**src/hw/isa_pkg.sv**
```systemverilog
`default_nettype none

package isa_pkg;

    localparam int unsigned NAME_BITS = 5;
    localparam int unsigned DATA_BITS = 32;
    localparam int unsigned ADDR_BITS = 32;
    localparam int unsigned OP_BITS   = 7;

    // architectural register index, x0..x31
    typedef logic [NAME_BITS-1:0] reg_name_t;

    typedef logic [DATA_BITS-1:0] data_t;

    typedef logic [ADDR_BITS-1:0] addr_t;

    // major opcode, instr[6:0]
    typedef logic [OP_BITS-1:0] op_t;

    // sb, sh and sw all share this major opcode
    localparam op_t OP_STORE = 7'b0100011;

    // only stores wait for the load/store buffer before retiring
    function automatic logic is_store_op(op_t op);
        return op == OP_STORE;
    endfunction

endpackage

`default_nettype wire

```
**src/hw/rob_pkg.sv**
```systemverilog
`default_nettype none

package rob_pkg;

    localparam int unsigned ROB_DEPTH = 31;
    localparam int unsigned TAG_BITS  = 5;

    // tag 0 is reserved for "no tag"
    typedef logic [TAG_BITS-1:0] tag_t;

    // occupancy 0..ROB_DEPTH
    typedef logic [TAG_BITS-1:0] count_t;

    localparam tag_t   TAG_NONE  = '0;
    localparam tag_t   TAG_FIRST = tag_t'(1);
    localparam tag_t   TAG_LAST  = tag_t'(ROB_DEPTH);
    localparam count_t ROB_FULL  = count_t'(ROB_DEPTH);

    typedef struct packed {
        logic               valid;
        isa_pkg::reg_name_t rd;
        isa_pkg::op_t       op;
        logic               predicted;
    } alloc_req_t;

    typedef struct packed {
        logic           valid;
        tag_t           tag;
        isa_pkg::data_t data;
        logic           taken;
        isa_pkg::addr_t target;
    } ex_wb_t;

    typedef struct packed {
        logic           valid;
        tag_t           tag;
        isa_pkg::data_t data;
    } lsb_wb_t;

    typedef struct packed {
        logic               valid;
        isa_pkg::reg_name_t rd;
        tag_t               tag;
        isa_pkg::data_t     data;
    } rf_write_t;

    typedef struct packed {
        logic valid;
        tag_t tag;
    } store_go_t;

    typedef struct packed {
        logic           valid;
        isa_pkg::addr_t target;
    } redirect_t;

    typedef struct packed {
        logic               busy;
        logic               done;
        logic               is_store;
        logic               predicted;
        logic               taken;
        isa_pkg::reg_name_t rd;
        isa_pkg::data_t     data;
        isa_pkg::addr_t     target;
    } rob_entry_t;

endpackage

`default_nettype wire

```
**src/hw/rob_alloc.sv**
```systemverilog
`timescale 1ns/1ps
`default_nettype none

module rob_alloc (
    input  logic                clk,
    input  logic                rst,
    input  rob_pkg::alloc_req_t alloc,
    input  logic                retire,
    input  logic                flush,
    output logic                grant,
    output rob_pkg::tag_t       alloc_tag,
    output logic                full
);

    import rob_pkg::*;

    tag_t   tail;
    tag_t   next_tail;
    count_t count;

    assign full      = count == ROB_FULL;
    assign grant     = alloc.valid && !full;
    assign alloc_tag = grant ? tail : TAG_NONE;

    // tags run 1..31 and skip the reserved 0
    assign next_tail = (tail == TAG_LAST) ? TAG_FIRST : tag_t'(tail + 1'b1);

    always_ff @(posedge clk) begin
        if (rst || flush) begin
            tail  <= TAG_FIRST;
            count <= '0;
        end else begin
            if (grant) begin
                tail <= next_tail;
            end
            // allocate and retire in one cycle leaves count as is
            case ({grant, retire})
                2'b10:   count <= count_t'(count + 1'b1);
                2'b01:   count <= count_t'(count - 1'b1);
                default: count <= count;
            endcase
        end
    end

    // commit never retires more entries than were granted
    assert property (@(posedge clk) disable iff (rst)
        retire |-> count != '0)
        else $error("rob_alloc: retire with no occupied entry");

endmodule

`default_nettype wire

```
**src/hw/rob_table.sv**
```systemverilog
`timescale 1ns/1ps
`default_nettype none

module rob_table (
    input  logic                clk,
    input  logic                rst,
    input  logic                grant,
    input  rob_pkg::tag_t       alloc_tag,
    input  rob_pkg::alloc_req_t alloc,
    input  rob_pkg::ex_wb_t     ex_wb,
    input  rob_pkg::lsb_wb_t    lsb_wb,
    input  rob_pkg::tag_t       head_tag,
    input  logic                retire,
    input  logic                flush,
    output rob_pkg::rob_entry_t head
);

    import isa_pkg::*;
    import rob_pkg::*;

    // slot 0 stays empty, tags address the table directly
    logic [ROB_DEPTH:0] busy;
    logic [ROB_DEPTH:0] done;
    logic [ROB_DEPTH:0] is_store;
    logic [ROB_DEPTH:0] predicted;
    logic [ROB_DEPTH:0] taken;

    reg_name_t rd_mem     [0:ROB_DEPTH];
    data_t     data_mem   [0:ROB_DEPTH];
    addr_t     target_mem [0:ROB_DEPTH];

    logic ex_hit;
    logic lsb_hit;

    // stale tags are dropped
    assign ex_hit  = ex_wb.valid && busy[ex_wb.tag];
    assign lsb_hit = lsb_wb.valid && busy[lsb_wb.tag];

    always_ff @(posedge clk) begin
        if (rst || flush) begin
            busy <= '0;
            done <= '0;
        end else begin
            if (retire) begin
                busy[head_tag] <= 1'b0;
                done[head_tag] <= 1'b0;
            end
            if (grant) begin
                busy[alloc_tag] <= 1'b1;
                done[alloc_tag] <= 1'b0;
            end
            if (ex_hit) begin
                done[ex_wb.tag] <= 1'b1;
            end
            if (lsb_hit) begin
                done[lsb_wb.tag] <= 1'b1;
            end
        end
    end

    always_ff @(posedge clk) begin
        if (grant) begin
            rd_mem[alloc_tag]    <= alloc.rd;
            is_store[alloc_tag]  <= is_store_op(alloc.op);
            predicted[alloc_tag] <= alloc.predicted;
            // stores never see ex_wb, so outcome starts as not taken
            taken[alloc_tag]     <= 1'b0;
        end
        if (ex_hit) begin
            data_mem[ex_wb.tag]   <= ex_wb.data;
            taken[ex_wb.tag]      <= ex_wb.taken;
            target_mem[ex_wb.tag] <= ex_wb.target;
        end
        if (lsb_hit) begin
            data_mem[lsb_wb.tag] <= lsb_wb.data;
        end
    end

    always_comb begin
        head.busy      = busy[head_tag];
        head.done      = done[head_tag];
        head.is_store  = is_store[head_tag];
        head.predicted = predicted[head_tag];
        head.taken     = taken[head_tag];
        head.rd        = rd_mem[head_tag];
        head.data      = data_mem[head_tag];
        head.target    = target_mem[head_tag];
    end

    assert property (@(posedge clk) disable iff (rst)
        ex_wb.valid |-> busy[ex_wb.tag])
        else $error("rob_table: execute writeback to idle tag %0d", ex_wb.tag);

    assert property (@(posedge clk) disable iff (rst)
        lsb_wb.valid |-> busy[lsb_wb.tag])
        else $error("rob_table: lsb writeback to idle tag %0d", lsb_wb.tag);

endmodule

`default_nettype wire

```
**src/hw/rob_commit.sv**
```systemverilog
`timescale 1ns/1ps
`default_nettype none

module rob_commit (
    input  logic                clk,
    input  logic                rst,
    input  rob_pkg::rob_entry_t head,
    output rob_pkg::tag_t       head_tag,
    output logic                retire,
    output logic                flush,
    output rob_pkg::rf_write_t  rf_write,
    output rob_pkg::store_go_t  store_go,
    output rob_pkg::redirect_t  redirect
);

    import rob_pkg::*;

    tag_t released_tag;
    tag_t next_head;
    logic release_store;

    assign retire = head.busy && head.done;

    // mispredicted head, drop everything younger
    assign flush = retire && (head.taken != head.predicted);

    // each store is released once while it sits at the head
    assign release_store = head.busy && head.is_store && !head.done
                           && (released_tag != head_tag);

    assign next_head = (head_tag == TAG_LAST) ? TAG_FIRST : tag_t'(head_tag + 1'b1);

    always_ff @(posedge clk) begin
        if (rst || flush) begin
            head_tag     <= TAG_FIRST;
            released_tag <= TAG_NONE;
        end else if (retire) begin
            head_tag     <= next_head;
            released_tag <= TAG_NONE;
        end else if (release_store) begin
            released_tag <= head_tag;
        end
    end

    always_ff @(posedge clk) begin
        if (rst) begin
            rf_write.valid <= 1'b0;
            store_go.valid <= 1'b0;
            redirect.valid <= 1'b0;
        end else begin
            // stores retire without a register write
            rf_write.valid <= retire && !head.is_store;
            store_go.valid <= release_store;
            redirect.valid <= flush;
        end
        if (retire) begin
            rf_write.rd     <= head.rd;
            rf_write.tag    <= head_tag;
            rf_write.data   <= head.data;
            redirect.target <= head.target;
        end
        if (release_store) begin
            store_go.tag <= head_tag;
        end
    end

    assert property (@(posedge clk) disable iff (rst)
        !(redirect.valid && store_go.valid))
        else $error("rob_commit: redirect and store release in the same cycle");

endmodule

`default_nettype wire

```
**src/hw/rob_top.sv**
```systemverilog
`timescale 1ns/1ps
`default_nettype none

module rob_top (
    input  logic                clk,
    input  logic                rst,
    input  rob_pkg::alloc_req_t alloc,
    input  rob_pkg::ex_wb_t     ex_wb,
    input  rob_pkg::lsb_wb_t    lsb_wb,
    output rob_pkg::tag_t       alloc_tag,
    output logic                full,
    output rob_pkg::rf_write_t  rf_write,
    output rob_pkg::store_go_t  store_go,
    output rob_pkg::redirect_t  redirect
);

    import rob_pkg::*;

    logic       grant;
    logic       retire;
    logic       flush;
    tag_t       head_tag;
    rob_entry_t head;

    // decode: tag allocation
    rob_alloc i_rob_alloc (
        .clk       (clk),
        .rst       (rst),
        .alloc     (alloc),
        .retire    (retire),
        .flush     (flush),
        .grant     (grant),
        .alloc_tag (alloc_tag),
        .full      (full)
    );

    // execute: entries and writeback
    rob_table i_rob_table (
        .clk       (clk),
        .rst       (rst),
        .grant     (grant),
        .alloc_tag (alloc_tag),
        .alloc     (alloc),
        .ex_wb     (ex_wb),
        .lsb_wb    (lsb_wb),
        .head_tag  (head_tag),
        .retire    (retire),
        .flush     (flush),
        .head      (head)
    );

    // result: in-order commit
    rob_commit i_rob_commit (
        .clk      (clk),
        .rst      (rst),
        .head     (head),
        .head_tag (head_tag),
        .retire   (retire),
        .flush    (flush),
        .rf_write (rf_write),
        .store_go (store_go),
        .redirect (redirect)
    );

endmodule

`default_nettype wire

```
**config.mk**
```make
export PLATFORM = sky130hd
export DESIGN_NAME = rob_top
export DESIGN_NICKNAME = d
export VERILOG_FILES = /design/src/hw/isa_pkg.sv /design/src/hw/rob_pkg.sv /design/src/hw/rob_alloc.sv /design/src/hw/rob_table.sv /design/src/hw/rob_commit.sv /design/src/hw/rob_top.sv
export SDC_FILE = /design/constraint.sdc
export NUM_CORES = 2
export LEC_CHECK = 0
export BUFFER_PORTS_ARGS = -buffer_cell sky130_fd_sc_hd__buf_4
export CAP_MARGIN = 20
export CORE_MARGIN = 2
export CORE_UTILIZATION = 55
export CTS_CLUSTER_DIAMETER = 30
export CTS_CLUSTER_SIZE = 30
export DETAILED_ROUTE_END_ITERATION = 8
export HOLD_SLACK_MARGIN = 0.06
export PLACE_DENSITY = 0.71
export SYNTH_ARGS = -nofsm -noshare
export SYNTH_HDL_FRONTEND = slang
export SYNTH_SLANG_ARGS = --single-unit
```
**constraint.sdc**
```tcl
create_clock -name clk -period 10.06 [get_ports clk]
set_clock_uncertainty 0.2 [all_clocks]
set_input_delay 1.509 -clock clk [delete_from_list [all_inputs] [get_ports clk]]
set_output_delay 1.509 -clock clk [all_outputs]
set_load 0.01 [all_outputs]
```
-- Word-level counts from Yosys, hierarchy flattened
Memory sizes are Yosys's and may differ from the RTL's. A register that Yosys moved wholly into a read port is not among the register bits.
Index checks and enable logic that the tools add are counted.
- register bits after elaboration: 193
- bits in writable memories: 2208
- input port bits: 125
- output and inout bits: 88
- word-level logic and storage cells: 112
- memories: 3
- add/sub/neg operators: 4
- $lt $le $gt $ge: 8
- eq/ne operators: 8
- multiplexer cells: 47
- bitwise logic cells: 9
- reduce and logical (&&, ||, !) cells: 19
- memory list (name ; words ; width ; read ports ; clocked after Yosys merged registers in ; wr ports ; RTL line ; text):
    i_rob_table.data_mem ; 32 ; 32 ; 1 ; 1 ; 2 ; rob_table.sv:29 ; data_t data_mem [0:ROB_DEPTH];
    i_rob_table.target_mem ; 32 ; 32 ; 1 ; 1 ; 1 ; rob_table.sv:30 ; addr_t target_mem [0:ROB_DEPTH];
    i_rob_table.rd_mem ; 32 ; 5 ; 1 ; 1 ; 1 ; rob_table.sv:28 ; reg_name_t rd_mem [0:ROB_DEPTH];
- operators by type and width (operator ; count):
    32-bit 2-to-1 mux ; 12
    32-bit AND ; 4
    32-bit bitwise mux ; 3
    32-bit bitwise OR ; 3
    32-bit inverter ; 2
    1-bit binary-select mux with 5-bit select ; 7
    5-bit by 6-bit less-than comparator with 1-bit output, second input constant ; 4
    1-bit demux with 5-bit select ; 4
    5-bit by 1-bit >= comparator with 1-bit output, second input constant ; 4
    1-bit 2-to-1 mux ; 17
    5-bit by 1-bit adder with 5-bit output, second input constant ; 3
    5-bit == test, second input constant ; 3
    5-bit 2-to-1 mux ; 3
    1-bit logical AND ; 13
    5-bit case mux with 2 select lines ; 1
    7-bit by 6-bit == test with 1-bit output, second input constant ; 1
    5-bit != test ; 1
    5-bit by 1-bit subtractor with 5-bit output, second input constant ; 1
    1-bit zero test ; 3
    2-bit by 1-bit == test with 1-bit output, second input constant ; 1
    2-bit == test, second input constant ; 1
    2-bit nonzero test ; 1
    2-bit OR reduction ; 1
    1-bit logical OR ; 1
    1-bit != test ; 1

-- Longest topological paths before layout
- depth after elaboration: 17
- mapped depth: 18
- depth with buffers taken out: 16

-- Modules after synthesis
Synthesis repeated with hierarchy kept, for this count alone.
- cells, all modules: 5740
- area total of the unflattened synthesis: 109573.8 um2
- modules (own cells, without submodules) (module ; times used ; cells each ; area each (um2) ; sequential area each (um2)):
    rob_table ; 1 ; 5518 ; 105950.4 ; 70147.3
    rob_commit ; 1 ; 142 ; 2950.3 ; 2632.5
    rob_alloc ; 1 ; 80 ; 673.1 ; 200.2

-- Worst setup path before layout
OpenSTA, ideal clock, no wires.
- path kind: in2reg
- start: input ex_wb[65] (netlist name)
- end: memory i_rob_table.data_mem[19][0] (netlist name), enable pin
- library setup time: 0.387 ns
- data arrival time: 5.884 ns
- required time: 9.473 ns
- path slack: 3.590 ns
- stages on the path: 9
- buffers on the path: 3
- cells stage by stage: buf_2 -> buf_2 -> mux4_2 -> a22o_1 -> o41ai_2 -> buf_2 -> nor3_1 -> a21oi_1 -> inv_1
- RTL lines (item ; RTL line ; text):
    start: declaration ; rob_top.sv:8 ; input rob_pkg::ex_wb_t ex_wb,
    end: declaration ; rob_table.sv:29 ;

-- Worst setup path in the final report
- start: register i_rob_commit.head_tag[1]
- end: register i_rob_alloc.count[4]
- word-level cells in the longest chain between the ends: 5
- elaborated cells on any way between the ends: 16
- classes of those cells: eq/ne (3); mux (9); reduce/logical (4)
- ends and longest elaborated chain (item ; RTL line ; text):
    start: declaration ; rob_commit.sv:8 ; output rob_pkg::tag_t head_tag,
    start signal: assignment ; rob_commit.sv:38 ; head_tag <= next_head;
    1-bit binary-select mux with 5-bit select (on tied branches) ; - ;
    1-bit 2-to-1 mux (on tied branches) ; - ;
    1-bit logical AND / 1-bit != test (equally long branches) ; rob_commit.sv:22, rob_commit.sv:25 ;
    2-bit by 1-bit == test with 1-bit output, or another cell as far along ; rob_alloc.sv:37 ; case ({grant, retire})
    5-bit case mux with 2 select lines, or another cell as far along ; rob_alloc.sv:37 ;
    end signal: assignment ; rob_alloc.sv:38 ; 2'b10: count <= count_t'(count + 1'b1);
    end signal: assignment ; rob_alloc.sv:39 ; 2'b01: count <= count_t'(count - 1'b1);
    end signal: assignment ; rob_alloc.sv:40 ; default: count <= count;
    end: declaration ; rob_alloc.sv:19 ; count_t count;
Several ways; a longest one is shown, not always the timed one. The select of a mux whose other input is x is not followed.
A chain may end at the register's enable or synchronous reset.

==> results by group <==
Outcome
  • Run status: finished clean

Worst setup path
  • Nature of the critical path startpoint: flip-flop
  • Endpoint kind of the worst setup timing path: flip-flop
  • Arrival time at the worst endpoint: 6.28 ns
  • Type of the setup path with the least slack: reg2reg
  • CP Data Required Time: 10.69 ns
  • Critical path peak fanout: 94

Global routing
  • GRT Total Usage: 31.4%
  • Maximum number of pins on one net before global-route repair: 132
  • Wire length of the first global-routing pass: 444000 um
  • Vias in the first global route: 61400
  • Remaining global-route overflow: 0
  • Number of antenna violations at the first check in global routing: 11

Power and ir drop
  • Static leakage power: between 0.04 and 0.05 uW
  • Maximum resistive drop on vdd: 0.000195 V
  • Total power per unit cell area: 218 nW/um2

Synth
  • Largest cells by area after synthesis: edfxtp_1, mux4_2, mux2_2, dfxtp_1, a22oi_1
  • Yosys synthesis warning count: 0
  • Number of synthesized register bits: ~2500
  • Post-Synthesis Net Count: 5849
  • Average cell area after synthesis: roughly 19 um2
  • Cell type contributing the most total cell area after synthesis: edfxtp_1
  • Area share of the largest cell type after synthesis: 66.1%
  • Synthesized area: 107000 um2
  • Share of flip-flops with an asynchronous set or reset: 0%
  • Leading register cell type out of synthesis: edfxtp_1
  • Number of enable flip-flop cells after synthesis: ~2400
  • Unique masters post-synth: 53
  • Cell count after synthesis: around 5700
  • Sequential share of the synthesized area: between 60% and 70%

STA
  • Worst Max-Slew Pin Slew: 1.13 ns
  • Endpoints failing setup: 0
  • Period utilisation layout: 56.2%
  • Fin Hold WS: 0.258 ns
  • Setup Total Neg Slack: 0 ns
  • Final critical-path required period: about 5.7 ns
  • Maximum clock frequency: 177 MHz
  • Rel. slew slack: 24.4%
  • Unrepaired setup endpoints after global routing: false
  • Final slew viol count: 0
  • Final hold vios: 0

Layout
  • Post-route cell area: 127000 um2
  • Final nets: 6130
  • Final core utilization: 65.7%
  • Count of placed standard cells in the final layout, fillers left out: roughly 8900
  • Ratio of cells with drive above 1 in the final layout: 44.0%
  • Number of fillers in the final layout: 12500
  • Area overhead of the layout relative to synthesis: 18.6%

Routing
  • Residual antenna-violating net count after detailed routing: 0
  • Number of violations reported at the end of detailed-routing iteration 0: around 7900
  • Drc violations: 0
  • Number of optimization iterations in the first detailed-route pass: 8
  • Via density per instance: 6.77
  • Via total after detailed routing: between 60000 and 70000
  • Routed wire length per instance: between 30 and 40 um
  • Final routed wirelength across all metal layers: 311000 um

Floorplanning
  • Starting utilization of the core area: a little under three fifths
  • Floorplan die area: roughly 200000 um2
  • Die Y: 445 um
  • Die Wd: 445 um
  • Std-Cell Rows: between 150 and 200
  • Area of the core region: 193000 um2
  • # IOs: around 210

Clocking
  • Number of buffers added by the clock tree synthesis step: 478
  • Clock root cell: clkbuf_16
  • CTS clock-pin slew for the worst setup and hold paths: 0.05 ns
  • Post-CTS setup-driven buffer insertion count: 0
  • Clock network latency to the later pin of the worst-skew pair: 0.99 ns
  • # clock sinks: 2470
  • H-tree level count: 5
  • Number of hold buffers added after CTS: 0
  • CTS resizes: 0
  • CTS tree: built
  • Maximum buffer depth of the clock tree: 4

Placement
  • Placed insts: 8037
  • Routability Congestion: 0.958
  • Port Buffer Count: about 210
  • Placed inst area: 111000 um2
  • Total half-perimeter wirelength after legalization and detailed placement: 157000 um

Hold path
  • Tightest Hold Check Type: reg2reg

Flow run
  • Count of maximum capacitance violations: 0
[per-layer routing]
layer | share of wire (%) | track usage, %
met1 | 36 | 41.1
met2 | 49 | 51.5
met3 | 9.4 | 6.29
met4 | 4.7 | 13.7
met5 | 0.013 | 0
[cells in the final DEF, fill, tap and decap left out, types with 71 or more instances in the layout]
cell and count:
mux2i_1 71, clkinv_1 75, nand2_1 127, clkbuf_16 486, buf_4 337, nand4_1 74, edfxtp_1 2351, mux4_2 576
dfxtp_1 117, bufinv_16 72, clkinv_2 85, mux2_2 1024, a22oi_1 284
[synthesized netlist by cell type (6+ instances only)]
cell type / n
a31oi_1: 27
nor3b_1: 15
o22ai_1: 32
buf_2: 159
dfxtp_1: 119
xor2_1: 8
nor3_1: 14
nand2_2: 20
mux2_2: 1024
a22oi_1: 284
o21ai_0: 67
clkbuf_1: 332
or2_2: 6
buf_1: 27
nand2_1: 162
inv_1: 72
edfxtp_1: 2351
mux2i_1: 71
mux4_2: 576
buf_4: 6
ha_1: 11
nand3_1: 20
buf_6: 21
and2_1: 7
and3_1: 8
nand4_1: 74
a21oi_1: 53
or4bb_1: 6
o211ai_1: 32
nor4_1: 9
nor2_1: 40
or4b_2: 6
and3b_1: 8
[area by class of cell]
class / instances / area [um2] / share of cell area (%)
diodes: 4 / 10.0 / 0.00790
clock buffers: 546 / 12400 / 9.82
clock inverters: 322 / 3630 / 2.87
inverters: 72 / 275 / 0.217
multi-input cells: 2625 / 31400 / 24.8
flip-flops and latches: 2470 / 73000 / 57.6
well taps: 2526 / 3160 / 2.50
repair buffers: 346 / 2730 / 2.15
[critical path, cell delays in order (launching register included)]
cell     delay, ns
dfxtp_4       0.91
buf_12        0.56
mux2i_1       0.29
o22ai_1       0.11
nor4_1        0.36
nand2_1       0.21
nand2_2       0.09
buf_4         0.62
inv_6         0.42
ha_1          0.40
inv_1         0.12
fa_1          0.22
inv_1         0.06
a21o_1        0.14
a21oi_1       0.17
xnor2_1       0.13
nor2_1        0.06
xnor2_1       0.14
nor2_1        0.05
[cell families (layout without fill, tap and decap cells)]
kind of cell,after synthesis,in the layout,synth area share [%]
fa+ha+maj,12,12,0.148
other cells,0,4,0
xor+xnor,12,12,0.0984
compound gates,509,509,3.24
buf+inv,617,1286,2.52
mux,1671,1671,23.6
flops,2470,2470,68.3
simple gates,421,421,2.07
[path summary, 6_finish.rpt]
path | startpoint | slack [ns] | endpoint | cells after the start
setup / recovery | i_rob_commit.head_tag[1] | 4.41 | i_rob_alloc.count[4] | 18
hold / removal | i_rob_table.taken[25] | 0.26 | i_rob_table.taken[25] | 2
setup reg to reg | i_rob_commit.head_tag[1] | 4.41 | i_rob_alloc.count[4] | 18
hold reg to reg | i_rob_table.taken[25] | 0.26 | i_rob_table.taken[25] | 2
[report_power, final]
group | switching [uW] | internal [uW]
Clock | 5210 | 10600
Sequential | 8.35 | 11300
Combinational | 300 | 205
Total | 5520 | 22100
[metrics by stage]
stage | power, uW | worst slack (ns)
floorplan | 11800 | 3.59
global placement | 12000 | 4.35
detailed placement | 12000 | 4.21
CTS | 27700 | 4.60
global route | 28300 | 4.18
finish | 27600 | 4.41
[state kept, by name (all words and copies together) (netlist names), 33 cells and up]
signal,flops
i_rob_table.target_mem,1024
i_rob_table.rd_mem,160
i_rob_commit.rf_write,43
i_rob_table.data_mem,1024
i_rob_commit.redirect,33
No activity file was read; power rests on OpenSTA's default activity.
